**src/ex_cfg.svh**
```systemverilog
/* Datapath width and shift-amount width macros */
`ifndef EX_CFG_SVH
`define EX_CFG_SVH

// Integer register width, RV32
`define XLEN 32

// Shift amount field, log2 of XLEN
`define SHAMT_W 5

`endif

```
**src/rv32_isa_pkg.sv**
```systemverilog
/* Instruction word views, ALU function, operand select and branch funct3 types */
`default_nettype none

package rv32_isa_pkg;

	////////////////////////////////////////////////////////////
	// Instruction word layouts
	////////////////////////////////////////////////////////////
	typedef union packed {
		struct packed {
			logic [6:0] funct7;
			logic [4:0] rs2;
			logic [4:0] rs1;
			logic [2:0] funct3;            // Also the memory size
			logic [4:0] rd;
			logic [6:0] opcode;
		} r;
		struct packed {
			logic [11:0] imm;
			logic [4:0]  rs1;
			logic [2:0]  funct3;
			logic [4:0]  rd;
			logic [6:0]  opcode;
		} i;
		struct packed {
			logic [6:0] imm_hi;            // imm[11:5]
			logic [4:0] rs2;
			logic [4:0] rs1;
			logic [2:0] funct3;
			logic [4:0] imm_lo;            // imm[4:0]
			logic [6:0] opcode;
		} s;
		struct packed {
			logic       of;                // imm[12], sign
			logic [5:0] s;                 // imm[10:5]
			logic [4:0] rs2;
			logic [4:0] rs1;
			logic [2:0] funct3;            // Branch condition
			logic [3:0] et;                // imm[4:1]
			logic       f;                 // imm[11]
			logic [6:0] opcode;
		} b;
		struct packed {
			logic [19:0] imm;              // imm[31:12]
			logic [4:0]  rd;
			logic [6:0]  opcode;
		} u;
		struct packed {
			logic       of;                // imm[20], sign
			logic [9:0] et;                // imm[10:1]
			logic       s;                 // imm[11]
			logic [7:0] f;                 // imm[19:12]
			logic [4:0] rd;
			logic [6:0] opcode;
		} j;
	} inst_t;

	////////////////////////////////////////////////////////////
	// Control encodings
	////////////////////////////////////////////////////////////
	typedef enum logic [3:0] {
		ALU_ADD, ALU_SUB, ALU_AND, ALU_OR, ALU_XOR,
		ALU_SLT, ALU_SLTU, ALU_SLL, ALU_SRL, ALU_SRA,
		ALU_MUL, ALU_MULH, ALU_MULHSU, ALU_MULHU
	} alu_func_e;

	typedef enum logic [1:0] {
		OPA_IS_RS1, OPA_IS_NPC, OPA_IS_PC, OPA_IS_ZERO
	} opa_sel_e;

	typedef enum logic [2:0] {
		OPB_IS_RS2, OPB_IS_I_IMM, OPB_IS_S_IMM,
		OPB_IS_B_IMM, OPB_IS_U_IMM, OPB_IS_J_IMM
	} opb_sel_e;

	// ISA funct3 codes, 010 and 011 reserved
	typedef enum logic [2:0] {
		BR_BEQ  = 3'b000,
		BR_BNE  = 3'b001,
		BR_BLT  = 3'b100,
		BR_BGE  = 3'b101,
		BR_BLTU = 3'b110,
		BR_BGEU = 3'b111
	} br_func_e;

endpackage

`default_nettype wire

```
**src/ex_ops_if.sv**
```systemverilog
/* Operand and function bundle from operand select to the ALU and branch tester */
`timescale 1ns/1ns
`default_nettype none

`include "ex_cfg.svh"

interface ex_ops_if (
	input logic clock,
	input logic reset
);
	logic                    valid;       // Operands belong to a live instruction
	logic [`XLEN-1:0]        opa;
	logic [`XLEN-1:0]        opb;
	logic [`XLEN-1:0]        rs1_value;   // Raw register values for compares
	logic [`XLEN-1:0]        rs2_value;
	rv32_isa_pkg::alu_func_e alu_func;
	rv32_isa_pkg::br_func_e  br_func;

	// Producer side
	modport sel (output valid, opa, opb, rs1_value, rs2_value, alu_func, br_func);

	// ALU sees muxed operands only
	modport alu_side (input clock, reset, valid, opa, opb, alu_func);

	// Branch tester sees register values only
	modport br_side (input rs1_value, rs2_value, br_func);

endinterface

`default_nettype wire

```
**src/brcond.sv**
```systemverilog
/* Branch condition evaluator */
`timescale 1ns/1ns
`default_nettype none

`include "ex_cfg.svh"

module brcond (
	ex_ops_if.br_side ops,
	output logic      cond       // 1 when the branch condition holds
);
	logic signed [`XLEN-1:0] rs1_s, rs2_s;

	assign rs1_s = ops.rs1_value;
	assign rs2_s = ops.rs2_value;

	always_comb begin
		case (ops.br_func)
			rv32_isa_pkg::BR_BEQ:  cond = ops.rs1_value == ops.rs2_value;
			rv32_isa_pkg::BR_BNE:  cond = ops.rs1_value != ops.rs2_value;
			rv32_isa_pkg::BR_BLT:  cond = rs1_s <  rs2_s;              // Signed
			rv32_isa_pkg::BR_BGE:  cond = rs1_s >= rs2_s;
			rv32_isa_pkg::BR_BLTU: cond = ops.rs1_value <  ops.rs2_value;
			rv32_isa_pkg::BR_BGEU: cond = ops.rs1_value >= ops.rs2_value;
			default:               cond = 1'b0;                      // Reserved funct3
		endcase
	end

endmodule

`default_nettype wire

```
**src/flat_wrapper.sv**
```systemverilog
// flat-port wrapper written by rule: the top's interface ports become plain ports
module brcond_flat 
  (cond, clock, reset, ops_rs1_value, ops_rs2_value, ops_br_func);
  ex_ops_if ops_i (.clock(clock), .reset(reset));
  output logic cond;
  input wire logic clock;
  input wire logic reset;
  input wire logic [$bits(ops_i.rs1_value)-1:0] ops_rs1_value;
  input wire logic [$bits(ops_i.rs2_value)-1:0] ops_rs2_value;
  input wire logic [$bits(ops_i.br_func)-1:0] ops_br_func;
  assign ops_i.rs1_value = ops_rs1_value;
  assign ops_i.rs2_value = ops_rs2_value;
  assign ops_i.br_func = ops_br_func;
  brcond u_core (.ops(ops_i), .cond(cond));
endmodule
```
**config.mk**
```make
export PLATFORM = sky130hd
export DESIGN_NAME = brcond_flat
export DESIGN_NICKNAME = d
export VERILOG_FILES = /design/src/rv32_isa_pkg.sv /design/src/ex_ops_if.sv /design/src/brcond.sv /design/src/flat_wrapper.sv
export VERILOG_INCLUDE_DIRS = /design/src /design/src/src
export SDC_FILE = /design/constraint.sdc
export NUM_CORES = 1
export LEC_CHECK = 0
export ABC_AREA = 1
export BUFFER_PORTS_ARGS = -buffer_cell sky130_fd_sc_hd__buf_2
export CORE_MARGIN = 2
export CORE_UTILIZATION = 30
export DETAILED_ROUTE_END_ITERATION = 16
export PLACE_DENSITY = 0.63
export SLEW_MARGIN = 20
export SYNTH_ARGS = -nofsm -noshare
export SYNTH_HDL_FRONTEND = slang
export SYNTH_SLANG_ARGS = --single-unit
export TNS_END_PERCENT = 100
```
**constraint.sdc**
```tcl
create_clock -name vclk -period 1.9
set_clock_uncertainty 0.2 [all_clocks]
set_input_delay 0.285 -clock vclk [all_inputs]
set_output_delay 0.285 -clock vclk [all_outputs]
set_load 0.01 [all_outputs]
```
==> out/summary.md <==
The tools report the detailed-route wire length on metal 1 as 1110 µm. The slowest stage of the critical path belongs to the cell sky130_fd_sc_hd__ha_1. The final period utilization is 115%. The estimated wirelength of the detail-placed design came out at 2080 µm.

Number of nets in the layout: 349. The horizontal die dimension was 62.2 µm; the number of inserted diodes was 0. Summing all non-filler instances in the final layout gives an area of 0.00193 mm².

The critical path starts at ops_rs2_value[12]. Summing the sequential cell areas from Yosys gives 0% of the chip area. The run gives 0 as the number of slew-limit violations in the final report.

Synthesis produced 172 cells. The initial antenna violation count is 0. The worst max-slew margin expressed relative to the limit is 87.0%, and the met3 routed wirelength is 104 µm.

The worst setup path is launched from an input pin. There are 0 flip-flops and latches. After synthesis the cells add up to 0.00102 mm². The detailed router placed 1262 vias in this run. For the number of failing hold endpoints at the final stage, the log shows 0. Sort of element at the end of the critical path: an output port. The least setup slack across all paths after layout came out at -0.282 ns. The tools report the number of buffers added to fix hold violations after cts as 0. The quantity of I/O buffers inserted on ports works out to 68. Once detail routing completed, the nets flagged for antenna violations numbered 0. Averaged over all synthesized cells, the footprint is 5.91 µm². The run gives 0.00328 mm² as the core box area.

The path class of the tightest hold or removal check is in -> out. The routed design has 2600 µm of wire. Prior to clock tree synthesis, the placed netlist has a worst setup slack of -0.342 ns. Power spread over the standard cell area amounts to 209 mW/mm². The library cell used most frequently in the layout, excluding fill and tap cells, is sky130_fd_sc_hd__buf_2. 70 I/O pins were placed. Once the floorplan was initialized, standard cells occupied 30.9% of the core.

At the worst endpoint, the arrival time is 1.70 ns. The met2 routed wirelength was 1380 µm. The logs give 17 for the number of design-rule violations left by the first detailed-router iteration and 0 for the number of warnings printed during yosys synthesis. Sorting the synthesized cells by area gives the leading types as sky130_fd_sc_hd__ha_1 (39%), sky130_fd_sc_hd__inv_1 (18%), sky130_fd_sc_hd__nand2_1 (16%).

The first TritonRoute pass finished after 4 iterations. The critical path contains buffers and inverters numbering 5 combined. Compared with the post-synthesis result, the final layout area differs by 90.1%. The slew at the pin with the worst max-slew slack was 0.193 ns.

Top cell family by delay on the critical path: simple AND/OR/NAND/NOR gates. The detailed-route wire length per cell was 8.90 µm; the pin count of the biggest net entering global routing was 6. The sequential cell area in the final layout was 0 µm²; the first-pass GRT wire length was 4450 µm.

The logs give 1148 for the number of global-route vias before repair and 273 for the net count after synthesis. The worst path in the final design needs a cycle of 2.18 ns, including I/O delays and setup. For the final number of setup-violating endpoints, the log shows 1. Final hold analysis gives a worst-case slack of 0.756 ns. The synthesized netlist contains 16 unique library cells. The tools report the global-route total usage across every layer as 12.9%. Remaining global-route overflow: 0. Cells with a size suffix above 1 make up 60.6% of the layout. The placed instances occupy a cell area of 0.00158 mm².

The tool flagged a number of max-cap violations equal to 0. The run gives 0 as the total DRC errors in the routed layout. The maximum vdd ir drop was 0.100 mV. The final estimated routing congestion in global placement came out at 0.754. Category of the critical setup timing path: in -> out. The die height works out to 62.2 µm. Setup repair after global routing could not meet its margin everywhere. The final reports fail on setup timing. The layout has 0 clock buffers.

In the layout the commonest cells are sky130_fd_sc_hd__buf_2 (60), sky130_fd_sc_hd__inv_1 (32), sky130_fd_sc_hd__nand2_1 (28), sky130_fd_sc_hd__ha_4 (23). The cell type with the highest aggregate area in the netlist is sky130_fd_sc_hd__ha_1. Using the TritonRoute via totals, the vias-per-cell ratio works out to 4.32. The number of core rows was 21; the die footprint was 0.00387 mm².

The timing-limited maximum frequency was 0.458 GHz. The tools report the leakage power summed over all cells as 0.00104 µW. In this design, the stage delay of the slowest critical-path cell is 0.29 ns. The run finished, with violations left. The worst hold path begins at ops_br_func[1].

Walking the worst path, the cells encountered are buf_2, inv_1, ha_1, nand2_2, nor2_4, buf_4, a21oi_2, nand2_1, nand2_2, nand3_2, nand2_1, inv_1, nor2_1, nand3_2, buf_6. The top layer used by detailed routing was met3. The synthesized design devotes to its leading area cell type 39.4% of total area. Along the worst path, the maximum fanout reaches 4. The critical path required time came out at 1.41 ns.
==> what timing repair did <==
item | CTS | global route
buffers inserted | 3 | 0
pin swaps | 35 | 18
setup endpoints to repair | 1 | 1
resized for setup | 41 | 18
==> where the power goes <==
group	internal, µW	switching, µW	total (µW)
clock network	0	0	0
registers	0	0	0
logic	209	195	404
==> final cells by class <==
type               count  area, µm²
repair buffers        74        435
well taps             46       57.6
fillers              321       1350
inverters             50        196
multi-input cells    122       1240
==> layer usage <==
| layer | track usage, % | vias to the layer above |
|---|---|---|
| li1 | - | 687 |
| met2 | 24.9 | 29 |
| met4 | 0 | 0 |
| met1 | 16.9 | 546 |
| met5 | 0 | - |
| met3 | 0.543 | 0 |
==> path summary, 6_finish.rpt <==
path,to,slack [ns],depth (start not counted)
worst max-delay path,cond,-0.28,15
worst min-delay path,cond,0.76,5
==> cells by family after synthesis <==
| group | share of synthesized area (%) |
|---|---|
| AOI/OAI and AO/OA | 9.73 |
| buffers and inverters | 18.5 |
| and+or+nand+nor | 32.4 |
| adders and majority gates | 39.4 |
==> cells in the mapped netlist <==
| library cell | n |
|---|---|
| sky130_fd_sc_hd__a21oi_1 | 12 |
| sky130_fd_sc_hd__inv_1 | 49 |
| sky130_fd_sc_hd__nand3_1 | 10 |
| sky130_fd_sc_hd__o21ai_0 | 3 |
| sky130_fd_sc_hd__nand4_1 | 1 |
| sky130_fd_sc_hd__o21a_1 | 2 |
| sky130_fd_sc_hd__ha_1 | 32 |
| sky130_fd_sc_hd__nor2_4 | 1 |
| sky130_fd_sc_hd__nand2_2 | 3 |
| sky130_fd_sc_hd__nand2_1 | 42 |
| sky130_fd_sc_hd__nand4_2 | 2 |
| sky130_fd_sc_hd__nor2_1 | 7 |
| sky130_fd_sc_hd__nor2_2 | 3 |
| sky130_fd_sc_hd__a21oi_2 | 1 |
| sky130_fd_sc_hd__nor3_1 | 3 |
| sky130_fd_sc_hd__clkinv_1 | 1 |
==> stage by stage <==
stage	setup TNS, ns	std cells	total power (µW)	utilization, %
after floorplan	0	172	184	-
after global placement	-0.324	289	295	48.1
after detailed placement	-0.342	289	300	48.1
after CTS	-0.311	292	376	55.9
after global routing	-0.369	292	460	58.8
final	-0.282	292	404	58.8
(Power assumes the default switching activity.)
