[config.mk]
export PLATFORM = sky130hd
export DESIGN_NAME = ex_operand_sel_flat
export DESIGN_NICKNAME = d
export VERILOG_FILES = /design/src/rv32_isa_pkg.sv /design/src/ex_pipe_pkg.sv /design/src/ex_ops_if.sv /design/src/ex_operand_sel.sv /design/src/flat_wrapper.sv
export VERILOG_INCLUDE_DIRS = /design/src /design/src/src
export SDC_FILE = /design/constraint.sdc
export NUM_CORES = 1
export LEC_CHECK = 0
export ABC_CLOCK_PERIOD_IN_PS = 1990
export BUFFER_PORTS_ARGS = -buffer_cell sky130_fd_sc_hd__buf_2
export CORE_AREA = 2 2 124 126
export DETAILED_ROUTE_END_ITERATION = 12
export DIE_AREA = 0 0 126 128
export PLACE_DENSITY = 0.46
export SYNTH_ARGS = -nofsm -noshare
export SYNTH_HDL_FRONTEND = slang
export SYNTH_SLANG_ARGS = --single-unit
[constraint.sdc]
create_clock -name vclk -period 1.99
set_input_delay 0.2985 -clock vclk [all_inputs]
set_output_delay 0.2985 -clock vclk [all_outputs]
set_load 0.005 [all_outputs]
[src/ex_cfg.svh]
/* Datapath width and shift-amount width macros */
`ifndef EX_CFG_SVH
`define EX_CFG_SVH

// Integer register width, RV32
`define XLEN 32

// Shift amount field, log2 of XLEN
`define SHAMT_W 5

`endif

[src/rv32_isa_pkg.sv]
/* Instruction word views, ALU function, operand select and branch funct3 types */
`default_nettype none

package rv32_isa_pkg;

	////////////////////////////////////////////////////////////
	// Instruction word layouts
	////////////////////////////////////////////////////////////
	typedef union packed {
		struct packed {
			logic [6:0] funct7;
			logic [4:0] rs2;
			logic [4:0] rs1;
			logic [2:0] funct3;            // Also the memory size
			logic [4:0] rd;
			logic [6:0] opcode;
		} r;
		struct packed {
			logic [11:0] imm;
			logic [4:0]  rs1;
			logic [2:0]  funct3;
			logic [4:0]  rd;
			logic [6:0]  opcode;
		} i;
		struct packed {
			logic [6:0] imm_hi;            // imm[11:5]
			logic [4:0] rs2;
			logic [4:0] rs1;
			logic [2:0] funct3;
			logic [4:0] imm_lo;            // imm[4:0]
			logic [6:0] opcode;
		} s;
		struct packed {
			logic       of;                // imm[12], sign
			logic [5:0] s;                 // imm[10:5]
			logic [4:0] rs2;
			logic [4:0] rs1;
			logic [2:0] funct3;            // Branch condition
			logic [3:0] et;                // imm[4:1]
			logic       f;                 // imm[11]
			logic [6:0] opcode;
		} b;
		struct packed {
			logic [19:0] imm;              // imm[31:12]
			logic [4:0]  rd;
			logic [6:0]  opcode;
		} u;
		struct packed {
			logic       of;                // imm[20], sign
			logic [9:0] et;                // imm[10:1]
			logic       s;                 // imm[11]
			logic [7:0] f;                 // imm[19:12]
			logic [4:0] rd;
			logic [6:0] opcode;
		} j;
	} inst_t;

	////////////////////////////////////////////////////////////
	// Control encodings
	////////////////////////////////////////////////////////////
	typedef enum logic [3:0] {
		ALU_ADD, ALU_SUB, ALU_AND, ALU_OR, ALU_XOR,
		ALU_SLT, ALU_SLTU, ALU_SLL, ALU_SRL, ALU_SRA,
		ALU_MUL, ALU_MULH, ALU_MULHSU, ALU_MULHU
	} alu_func_e;

	typedef enum logic [1:0] {
		OPA_IS_RS1, OPA_IS_NPC, OPA_IS_PC, OPA_IS_ZERO
	} opa_sel_e;

	typedef enum logic [2:0] {
		OPB_IS_RS2, OPB_IS_I_IMM, OPB_IS_S_IMM,
		OPB_IS_B_IMM, OPB_IS_U_IMM, OPB_IS_J_IMM
	} opb_sel_e;

	// ISA funct3 codes, 010 and 011 reserved
	typedef enum logic [2:0] {
		BR_BEQ  = 3'b000,
		BR_BNE  = 3'b001,
		BR_BLT  = 3'b100,
		BR_BGE  = 3'b101,
		BR_BLTU = 3'b110,
		BR_BGEU = 3'b111
	} br_func_e;

endpackage

`default_nettype wire

[src/ex_pipe_pkg.sv]
/* ID/EX and EX/MEM pipeline packet structs */
`default_nettype none

`include "ex_cfg.svh"

package ex_pipe_pkg;

	////////////////////////////////////////////////////////////
	// Decode to execute
	////////////////////////////////////////////////////////////
	typedef struct packed {
		logic [`XLEN-1:0]       pc;
		logic [`XLEN-1:0]       npc;              // pc + 4
		rv32_isa_pkg::inst_t    inst;
		logic [`XLEN-1:0]       rs1_value;
		logic [`XLEN-1:0]       rs2_value;
		rv32_isa_pkg::opa_sel_e opa_select;
		rv32_isa_pkg::opb_sel_e opb_select;
		rv32_isa_pkg::alu_func_e alu_func;
		logic                   cond_branch;
		logic                   uncond_branch;    // JAL, JALR
		logic                   rd_mem;
		logic                   wr_mem;
		logic [4:0]             dest_reg_idx;
		logic                   halt;
		logic                   illegal;
	} id_ex_packet_t;

	////////////////////////////////////////////////////////////
	// Execute to memory
	////////////////////////////////////////////////////////////
	typedef struct packed {
		logic [`XLEN-1:0] alu_result;             // Branch target on branches
		logic [`XLEN-1:0] npc;
		logic [`XLEN-1:0] rs2_value;              // Store data
		logic             take_branch;
		logic             rd_mem;
		logic             wr_mem;
		logic [2:0]       mem_size;               // funct3 of the load/store
		logic [4:0]       dest_reg_idx;
		logic             halt;
		logic             illegal;
	} ex_mem_packet_t;

endpackage

`default_nettype wire

[src/ex_ops_if.sv]
/* Operand and function bundle from operand select to the ALU and branch tester */
`timescale 1ns/1ns
`default_nettype none

`include "ex_cfg.svh"

interface ex_ops_if (
	input logic clock,
	input logic reset
);
	logic                    valid;       // Operands belong to a live instruction
	logic [`XLEN-1:0]        opa;
	logic [`XLEN-1:0]        opb;
	logic [`XLEN-1:0]        rs1_value;   // Raw register values for compares
	logic [`XLEN-1:0]        rs2_value;
	rv32_isa_pkg::alu_func_e alu_func;
	rv32_isa_pkg::br_func_e  br_func;

	// Producer side
	modport sel (output valid, opa, opb, rs1_value, rs2_value, alu_func, br_func);

	// ALU sees muxed operands only
	modport alu_side (input clock, reset, valid, opa, opb, alu_func);

	// Branch tester sees register values only
	modport br_side (input rs1_value, rs2_value, br_func);

endinterface

`default_nettype wire

[src/ex_operand_sel.sv]
/* Operand A/B multiplexers and sign-extended immediate extraction */
`timescale 1ns/1ns
`default_nettype none

`include "ex_cfg.svh"

module ex_operand_sel (
	input  wire logic                 clock,
	input  wire logic                 reset,
	input  ex_pipe_pkg::id_ex_packet_t pkt,
	input  wire logic                 valid,
	ex_ops_if.sel                     ops
);
	// Markers seen on the bus when a select is bad
	localparam logic [`XLEN-1:0] OPA_MARK = `XLEN'hbad0_a5e1;
	localparam logic [`XLEN-1:0] OPB_MARK = `XLEN'hbad0_b5e1;

	logic [`XLEN-1:0] i_imm, s_imm, b_imm, u_imm, j_imm;

	////////////////////////////////////////////////////////////
	// Immediates
	////////////////////////////////////////////////////////////
	assign i_imm = {{(`XLEN-12){pkt.inst.i.imm[11]}}, pkt.inst.i.imm};
	assign s_imm = {{(`XLEN-12){pkt.inst.s.imm_hi[6]}}, pkt.inst.s.imm_hi, pkt.inst.s.imm_lo};
	assign b_imm = {{(`XLEN-12){pkt.inst.b.of}}, pkt.inst.b.f, pkt.inst.b.s,
		pkt.inst.b.et, 1'b0};                                 // Halfword aligned
	assign u_imm = {pkt.inst.u.imm, 12'b0};                   // Upper 20, low zero
	assign j_imm = {{(`XLEN-20){pkt.inst.j.of}}, pkt.inst.j.f, pkt.inst.j.s,
		pkt.inst.j.et, 1'b0};

	////////////////////////////////////////////////////////////
	// Operand muxes
	////////////////////////////////////////////////////////////
	always_comb begin
		case (pkt.opa_select)
			rv32_isa_pkg::OPA_IS_RS1:  ops.opa = pkt.rs1_value;
			rv32_isa_pkg::OPA_IS_NPC:  ops.opa = pkt.npc;        // Link address
			rv32_isa_pkg::OPA_IS_PC:   ops.opa = pkt.pc;         // AUIPC, branch target
			rv32_isa_pkg::OPA_IS_ZERO: ops.opa = '0;             // LUI
			default:                   ops.opa = OPA_MARK;
		endcase
	end

	always_comb begin
		case (pkt.opb_select)
			rv32_isa_pkg::OPB_IS_RS2:   ops.opb = pkt.rs2_value;
			rv32_isa_pkg::OPB_IS_I_IMM: ops.opb = i_imm;
			rv32_isa_pkg::OPB_IS_S_IMM: ops.opb = s_imm;
			rv32_isa_pkg::OPB_IS_B_IMM: ops.opb = b_imm;
			rv32_isa_pkg::OPB_IS_U_IMM: ops.opb = u_imm;
			rv32_isa_pkg::OPB_IS_J_IMM: ops.opb = j_imm;
			default:                    ops.opb = OPB_MARK;  // Codes 6 and 7
		endcase
	end

	// Compare side and function codes
	assign ops.valid     = valid;
	assign ops.rs1_value = pkt.rs1_value;
	assign ops.rs2_value = pkt.rs2_value;
	assign ops.alu_func  = pkt.alu_func;
	assign ops.br_func   = rv32_isa_pkg::br_func_e'(pkt.inst.b.funct3);

	// Decoder must never hand over a bad select with a live packet
	a_opa_known: assert property (@(posedge clock) disable iff (reset)
		valid |-> !$isunknown(pkt.opa_select))
		else $error("opa_select unknown on valid packet");

	a_opb_range: assert property (@(posedge clock) disable iff (reset)
		valid |-> (pkt.opb_select inside {[rv32_isa_pkg::OPB_IS_RS2:rv32_isa_pkg::OPB_IS_J_IMM]}))
		else $error("opb_select out of range on valid packet");

endmodule

`default_nettype wire

[src/flat_wrapper.sv]
// flat-port wrapper written by rule: the top's interface ports become plain ports
module ex_operand_sel_flat 
  (clock, reset, pkt, valid, ops_valid, ops_opa, ops_opb, ops_rs1_value, ops_rs2_value, ops_alu_func, ops_br_func);
  ex_ops_if ops_i (.clock(clock), .reset(reset));
  input  wire logic clock;
  input  wire logic reset;
  input  ex_pipe_pkg::id_ex_packet_t pkt;
  input  wire logic valid;
  output wire logic [$bits(ops_i.valid)-1:0] ops_valid;
  output wire logic [$bits(ops_i.opa)-1:0] ops_opa;
  output wire logic [$bits(ops_i.opb)-1:0] ops_opb;
  output wire logic [$bits(ops_i.rs1_value)-1:0] ops_rs1_value;
  output wire logic [$bits(ops_i.rs2_value)-1:0] ops_rs2_value;
  output wire logic [$bits(ops_i.alu_func)-1:0] ops_alu_func;
  output wire logic [$bits(ops_i.br_func)-1:0] ops_br_func;
  assign ops_valid = ops_i.valid;
  assign ops_opa = ops_i.opa;
  assign ops_opb = ops_i.opb;
  assign ops_rs1_value = ops_i.rs1_value;
  assign ops_rs2_value = ops_i.rs2_value;
  assign ops_alu_func = ops_i.alu_func;
  assign ops_br_func = ops_i.br_func;
  ex_operand_sel u_core (.clock(clock), .reset(reset), .pkt(pkt), .valid(valid), .ops(ops_i));
endmodule
==> impl_summary.txt, run 1 <==
----------------------------------------------------
[Drt]
  Post-route ant nets ... 0
  DRC marker count from the first detailed-route iteration ... ~70
  Aggregate routed wire length ... approximately 11 mm
  Number of design rule violations left after detail routing ... 0
  First drt pass iteration count ... 4
  Via count of the routed design ... 2782
  Via density per instance ... 4.08
  Routed length per instance ... between 15 and 20 um

[Die]
  Die height ... ~130 um
  Overall die area ... roughly 16000 um2
  Core region area ... approximately 15000 um2
  Number of core rows ... between 40 and 50
  Starting density of the core ... 12.5%
  Die width ... approximately 130 um
  I/O pin count ... 319

[Layout]
  Nets@finish ... 679
  Clock buffer count in the final layout ... 0
  Post-synthesis to final-layout area growth ... 61.2%
  Filler Cell Count ... roughly 1.8k
  Multi-input gate area ... ~1200 um2
  Count of inserted antenna diode cells ... 0
  Non-filler cells in the finished layout ... 682
  Number of sequential storage elements ... 0
  Layout cells sized above 1 ... between 60 and 70%
  Commonest non-fill, non-tap cell in the layout ... buf_2
  Area of all placed cells without fillers ... around 3000 um2
  Most frequent cells in the layout ... buf_2, o21ai_0, mux2i_1, nand2_1
  Sequential cell area ... 0 um2

[Global route]
  GRT overflow ... 0
  Number of global-route vias before repair ... between 2k and 3k
  Initial antenna violation count ... 0
  Combined global-route utilization of all metal layers ... a little under an eighth
  Pin count of the biggest net entering global routing ... 33
  Global-route wire length before repair ... 15.2 mm

[CTS]
  Post-CTS resize count ... 0
  Hold-fix buffers at CTS ... 0
  Count of buffers added by post-CTS timing repair for setup ... 0

[Synth]
  Count of unique library cells instantiated by Yosys ... 25
  Average cell area after synthesis ... around 6.6 um2
  Synth Cell Area ... 1860 um2
  Yosys synthesis warning count ... 0
  Synth Net Count ... 467
  Sequential fraction of the synthesis area ... 0%
  Post-synthesis cell count ... 284

[Placed design]
  Placed cell area ... between 3000 and 4000 um2
  Gp weighted congestion ... ~0.8
  # placed instances ... 682
  Half-perimeter wire length after detailed placement ... 9.47 mm
  IO Port Bufs ... a little under 300
  Setup slack after placement ... between 0.15 and 0.2 ns

[Critical path]
  Kind of end point of the critical path ... output pin
  CP max FO ... 9
  Crit path DAT ... about 1.5 ns
  Critical path start-end classification ... in2out
  Data required time of the worst path ... between 1.5 and 2 ns
  Kind of start point of the critical path ... input port

[Outcome]
  Run status ... complete, no violations

[Pwr]
  Static Leakage ... 1.73 nW
  Total power after layout ... slightly below 0.0007 W
  Worst IR drop on VDD ... 0.0733 mV
  PD cells ... around 230 nW/um2

[Run]
  Number of maximum-capacitance constraint violations ... 0

[Timing]
  Worst setup slack after layout ... 0.149 ns
  Final total negative setup slack ... 0 ns
  Hold Vio Cnt, Final ... 0
  Final worst-path cycle share ... around 90%
  Max Clk Rate ... roughly 540 MHz
  Minimum clock period after layout ... roughly 1.8 ns
  Final Max Slew Viols ... 0
  Remaining max-slew budget at the tightest pin ... approximately 55%
  Unrepaired setup endpoints after global routing ... false
  # setup viols final ... 0
  Transition at the pin with the smallest max-transition slack ... roughly 0.67 ns

[Worst hold path]
  Hold Crit Class ... in2out

----------------------------------------------------
-- synthesized netlist by cell type --
cell type / number / area, um2
buf_4: 77 / 578
o21ai_0: 46 / 230
mux2i_1: 44 / 440
nand2_1: 37 / 139
a21oi_1: 13 / 65.1
nor2_1: 13 / 48.8
a22oi_1: 11 / 82.6
buf_2: 7 / 35.0
a221o_1: 5 / 50.1
clkbuf_1: 5 / 18.8
o22ai_1: 4 / 25.0
buf_6: 3 / 33.8
nor2b_1: 3 / 18.8
o21ai_1: 3 / 15.0
nor3_1: 2 / 10.0
or2_2: 2 / 12.5
a211o_1: 1 / 8.76
a31oi_1: 1 / 6.26
and2_1: 1 / 6.26
and3_1: 1 / 6.26
clkinv_1: 1 / 3.75
inv_1: 1 / 3.75
nand3_1: 1 / 5.00
nor2_4: 1 / 11.3
o21ba_2: 1 / 10.0
-- power by group --
group | leakage, nW | total, W | switching, W | internal (W)
logic | 1.73 | 0.000680 | 0.000333 | 0.000347
registers | 0 | 0 | 0 | 0
clock network | 0 | 0 | 0 | 0
total | 1.73 | 0.000680 | 0.000333 | 0.000347
-- metal layers --
| metal | GRT usage [%] | part of all wire [%] | up-vias |
|---|---|---|---|
| met5 | 0 | 0 | - |
| met4 | 1.10 | 1.0 | 0 |
| met1 | 13.6 | 39 | 1237 |
| met3 | 1.46 | 7.5 | 8 |
| li1 | - | - | 1347 |
| met2 | 23.9 | 53 | 190 |
-- through the flow --
step | util (%) | hold slack [ns]
2_1_floorplan | - | 0.678
3_3_place_gp | 20.2 | 0.597
3_5_place_dp | 20.2 | 0.597
4_1_cts | 20.2 | 0.597
5_1_grt | 20.2 | 0.597
6_report | 20.2 | 0.597
-- final cells by class --
type | count | share of cell area (%)
timing repair buffer | 302 | 52.2
multi-input combinational | 190 | 39.7
tap | 188 | 7.83
inverter | 2 | 0.250
-- critical path, stage by stage --
cell and delay, ns:
buf_2 0.17, nor2_1 0.55, nor3_1 0.09, buf_4 0.17, a21oi_1 0.13, buf_2 0.13
-- worst paths after layout --
path / endpoint / startpoint / cells past startpoint
worst min-delay path: ops_alu_func[2] / pkt[13] / 0
worst max-delay path: ops_opb[13] / pkt[15] / 6
-- cell families after synthesis --
kind of cell / synth area share [%]
muxes: 23.6
buffers and inverters: 36.1
AOI/OAI and AO/OA: 26.4
and+or+nand+nor: 13.8
No activity file was read; power rests on OpenSTA's default activity.
==> run 2, diff against run 1 <==
Settings changed: CAP_MARGIN set to 20, GPL_TIMING_DRIVEN set to 0.
==> run 2 against run 1 <==
Against the previous run:
- critical path depth stayed put
- critical path type unchanged
- first-iteration DRC count rose by 38%
- clock-buffer cell count unchanged
- wire length increased by 11%
- combinational power is 18% higher
==> impl_summary.txt, run 2 (same netlist as run 1, synthesis figures left out) <==
----------------------------------------------------
[Pwr]
  Worst IR drop on VDD ... 0.0738 mV
  Static Leakage ... between 2 and 2.5 nW
  PD cells ... 225 nW/um2

[Critical path]
  Data required time of the worst path ... ~1.7 ns
  CP max FO ... 10
  Critical path start-end classification ... in2out
  Kind of end point of the critical path ... output pin
  Kind of start point of the critical path ... input port
  Crit path DAT ... 1.62 ns

[Layout]
  Commonest non-fill, non-tap cell in the layout ... buf_2
  Clock buffer count in the final layout ... 0
  Layout cells sized above 1 ... 66.7%
  Post-synthesis to final-layout area growth ... 91.5%
  Post-layout util ... 24.0%
  Area of all placed cells without fillers ... between 3000 and 4000 um2
  Most frequent cells in the layout ... buf_2, buf_4, o21ai_0, mux2i_1, nand2_1
  Sequential cell area ... 0 um2
  Non-filler cells in the finished layout ... 766
  Number of sequential storage elements ... 0
  Nets@finish ... around 760

[Global route]
  Initial antenna violation count ... 1
  Number of global-route vias before repair ... approximately 3.0k
  Pin count of the biggest net entering global routing ... 11
  Global-route wire length before repair ... approximately 17 mm
  Combined global-route utilization of all metal layers ... a little over an eighth
  GRT overflow ... 0

[Drt]
  Via density per instance ... 4.00
  Post-route ant nets ... 0
  DRC marker count from the first detailed-route iteration ... 94
  Aggregate routed wire length ... between 10 and 15 mm
  Number of design rule violations left after detail routing ... 0
  First drt pass iteration count ... 7
  Via count of the routed design ... 3061
  Routed length per instance ... approximately 15 um

[Die]
  Die height ... ~130 um
  I/O pin count ... around 320
  Die width ... ~130 um
  Starting density of the core ... 12.5%
  Number of core rows ... 45
  Core region area ... between 10000 and 15000 um2
  Overall die area ... between 15000 and 20000 um2

[Placed design]
  Placed cell area ... 3570 um2
  # placed instances ... ~770
  Gp weighted congestion ... about 0.80
  IO Port Bufs ... 293
  Half-perimeter wire length after detailed placement ... 10.6 mm

[CTS]
  Count of buffers added by post-CTS timing repair for setup ... 0

[Timing]
  Remaining max-slew budget at the tightest pin ... between 50% and 60%
  Max Clk Rate ... ~520 MHz
  Hold Vio Cnt, Final ... 0
  Final worst-path cycle share ... just under 100%
  Unrepaired setup endpoints after global routing ... false
  Minimum clock period after layout ... between 1.5 and 2 ns
  Final total negative setup slack ... 0 ns
  Transition at the pin with the smallest max-transition slack ... ~0.63 ns
  Final Max Slew Viols ... 0
  # setup viols final ... 0

[Run]
  Number of maximum-capacitance constraint violations ... 0

[Worst hold path]
  Hold Crit Class ... in2out

[Outcome]
  Run status ... complete, no violations

----------------------------------------------------
## run 2: per-stage QoR
stage          setup WS (ns)  power, W  hold WS (ns)
2_1_floorplan          0.658  0.000361         0.678
3_3_place_gp          0.0296  0.000809         0.763
3_5_place_dp          0.0724  0.000807         0.764
4_1_cts               0.0710  0.000811         0.764
5_1_grt               0.0217  0.000881         0.771
6_report              0.0685  0.000802         0.763
## run 2: metal layers
layer  global-route usage (%)  wire (um)  up-vias
met3                     2.84       1220        6
li1                         -          -     1512
met1                     13.7       4190     1329
met2                     27.2       6270      214
met4                     1.42        140        0
met5                        0          0        -
## run 2: final cells by class
class,count,area (um2)
multi-input cells,190,1190
repair buffers,293,1470
diodes,1,2.50
well taps,188,235
inverters,2,7.51
plain buffers,92,666
fillers,1754,11300
## run 2: power breakdown
part | internal (W) | leakage (nW) | switching, W
sequential | 0 | 0 | 0
clock | 0.0000000000673 | 0.00000634 | 0
combinational | 0.000433 | 2.09 | 0.000369
total | 0.000433 | 2.09 | 0.000369
## run 2: critical path, stage by stage
cell	delay, ns
buf_2	0.11
buf_2	0.18
nor2_1	0.52
nor3_1	0.20
a21oi_1	0.18
buf_2	0.14
## run 2: worst paths after layout
check / start / slack, ns / to / depth (start not counted)
setup / recovery: pkt[15] / 0.07 / ops_opb[15] / 6
hold / removal: pkt[13] / 0.76 / ops_alu_func[2] / 2
## run 2: repair_timing
| item | in CTS | in global routing |
|---|---|---|
| setup endpoints to repair | 0 | 1 |
| hold buffers | 0 | 0 |
| gates resized for setup | 0 | 1 |
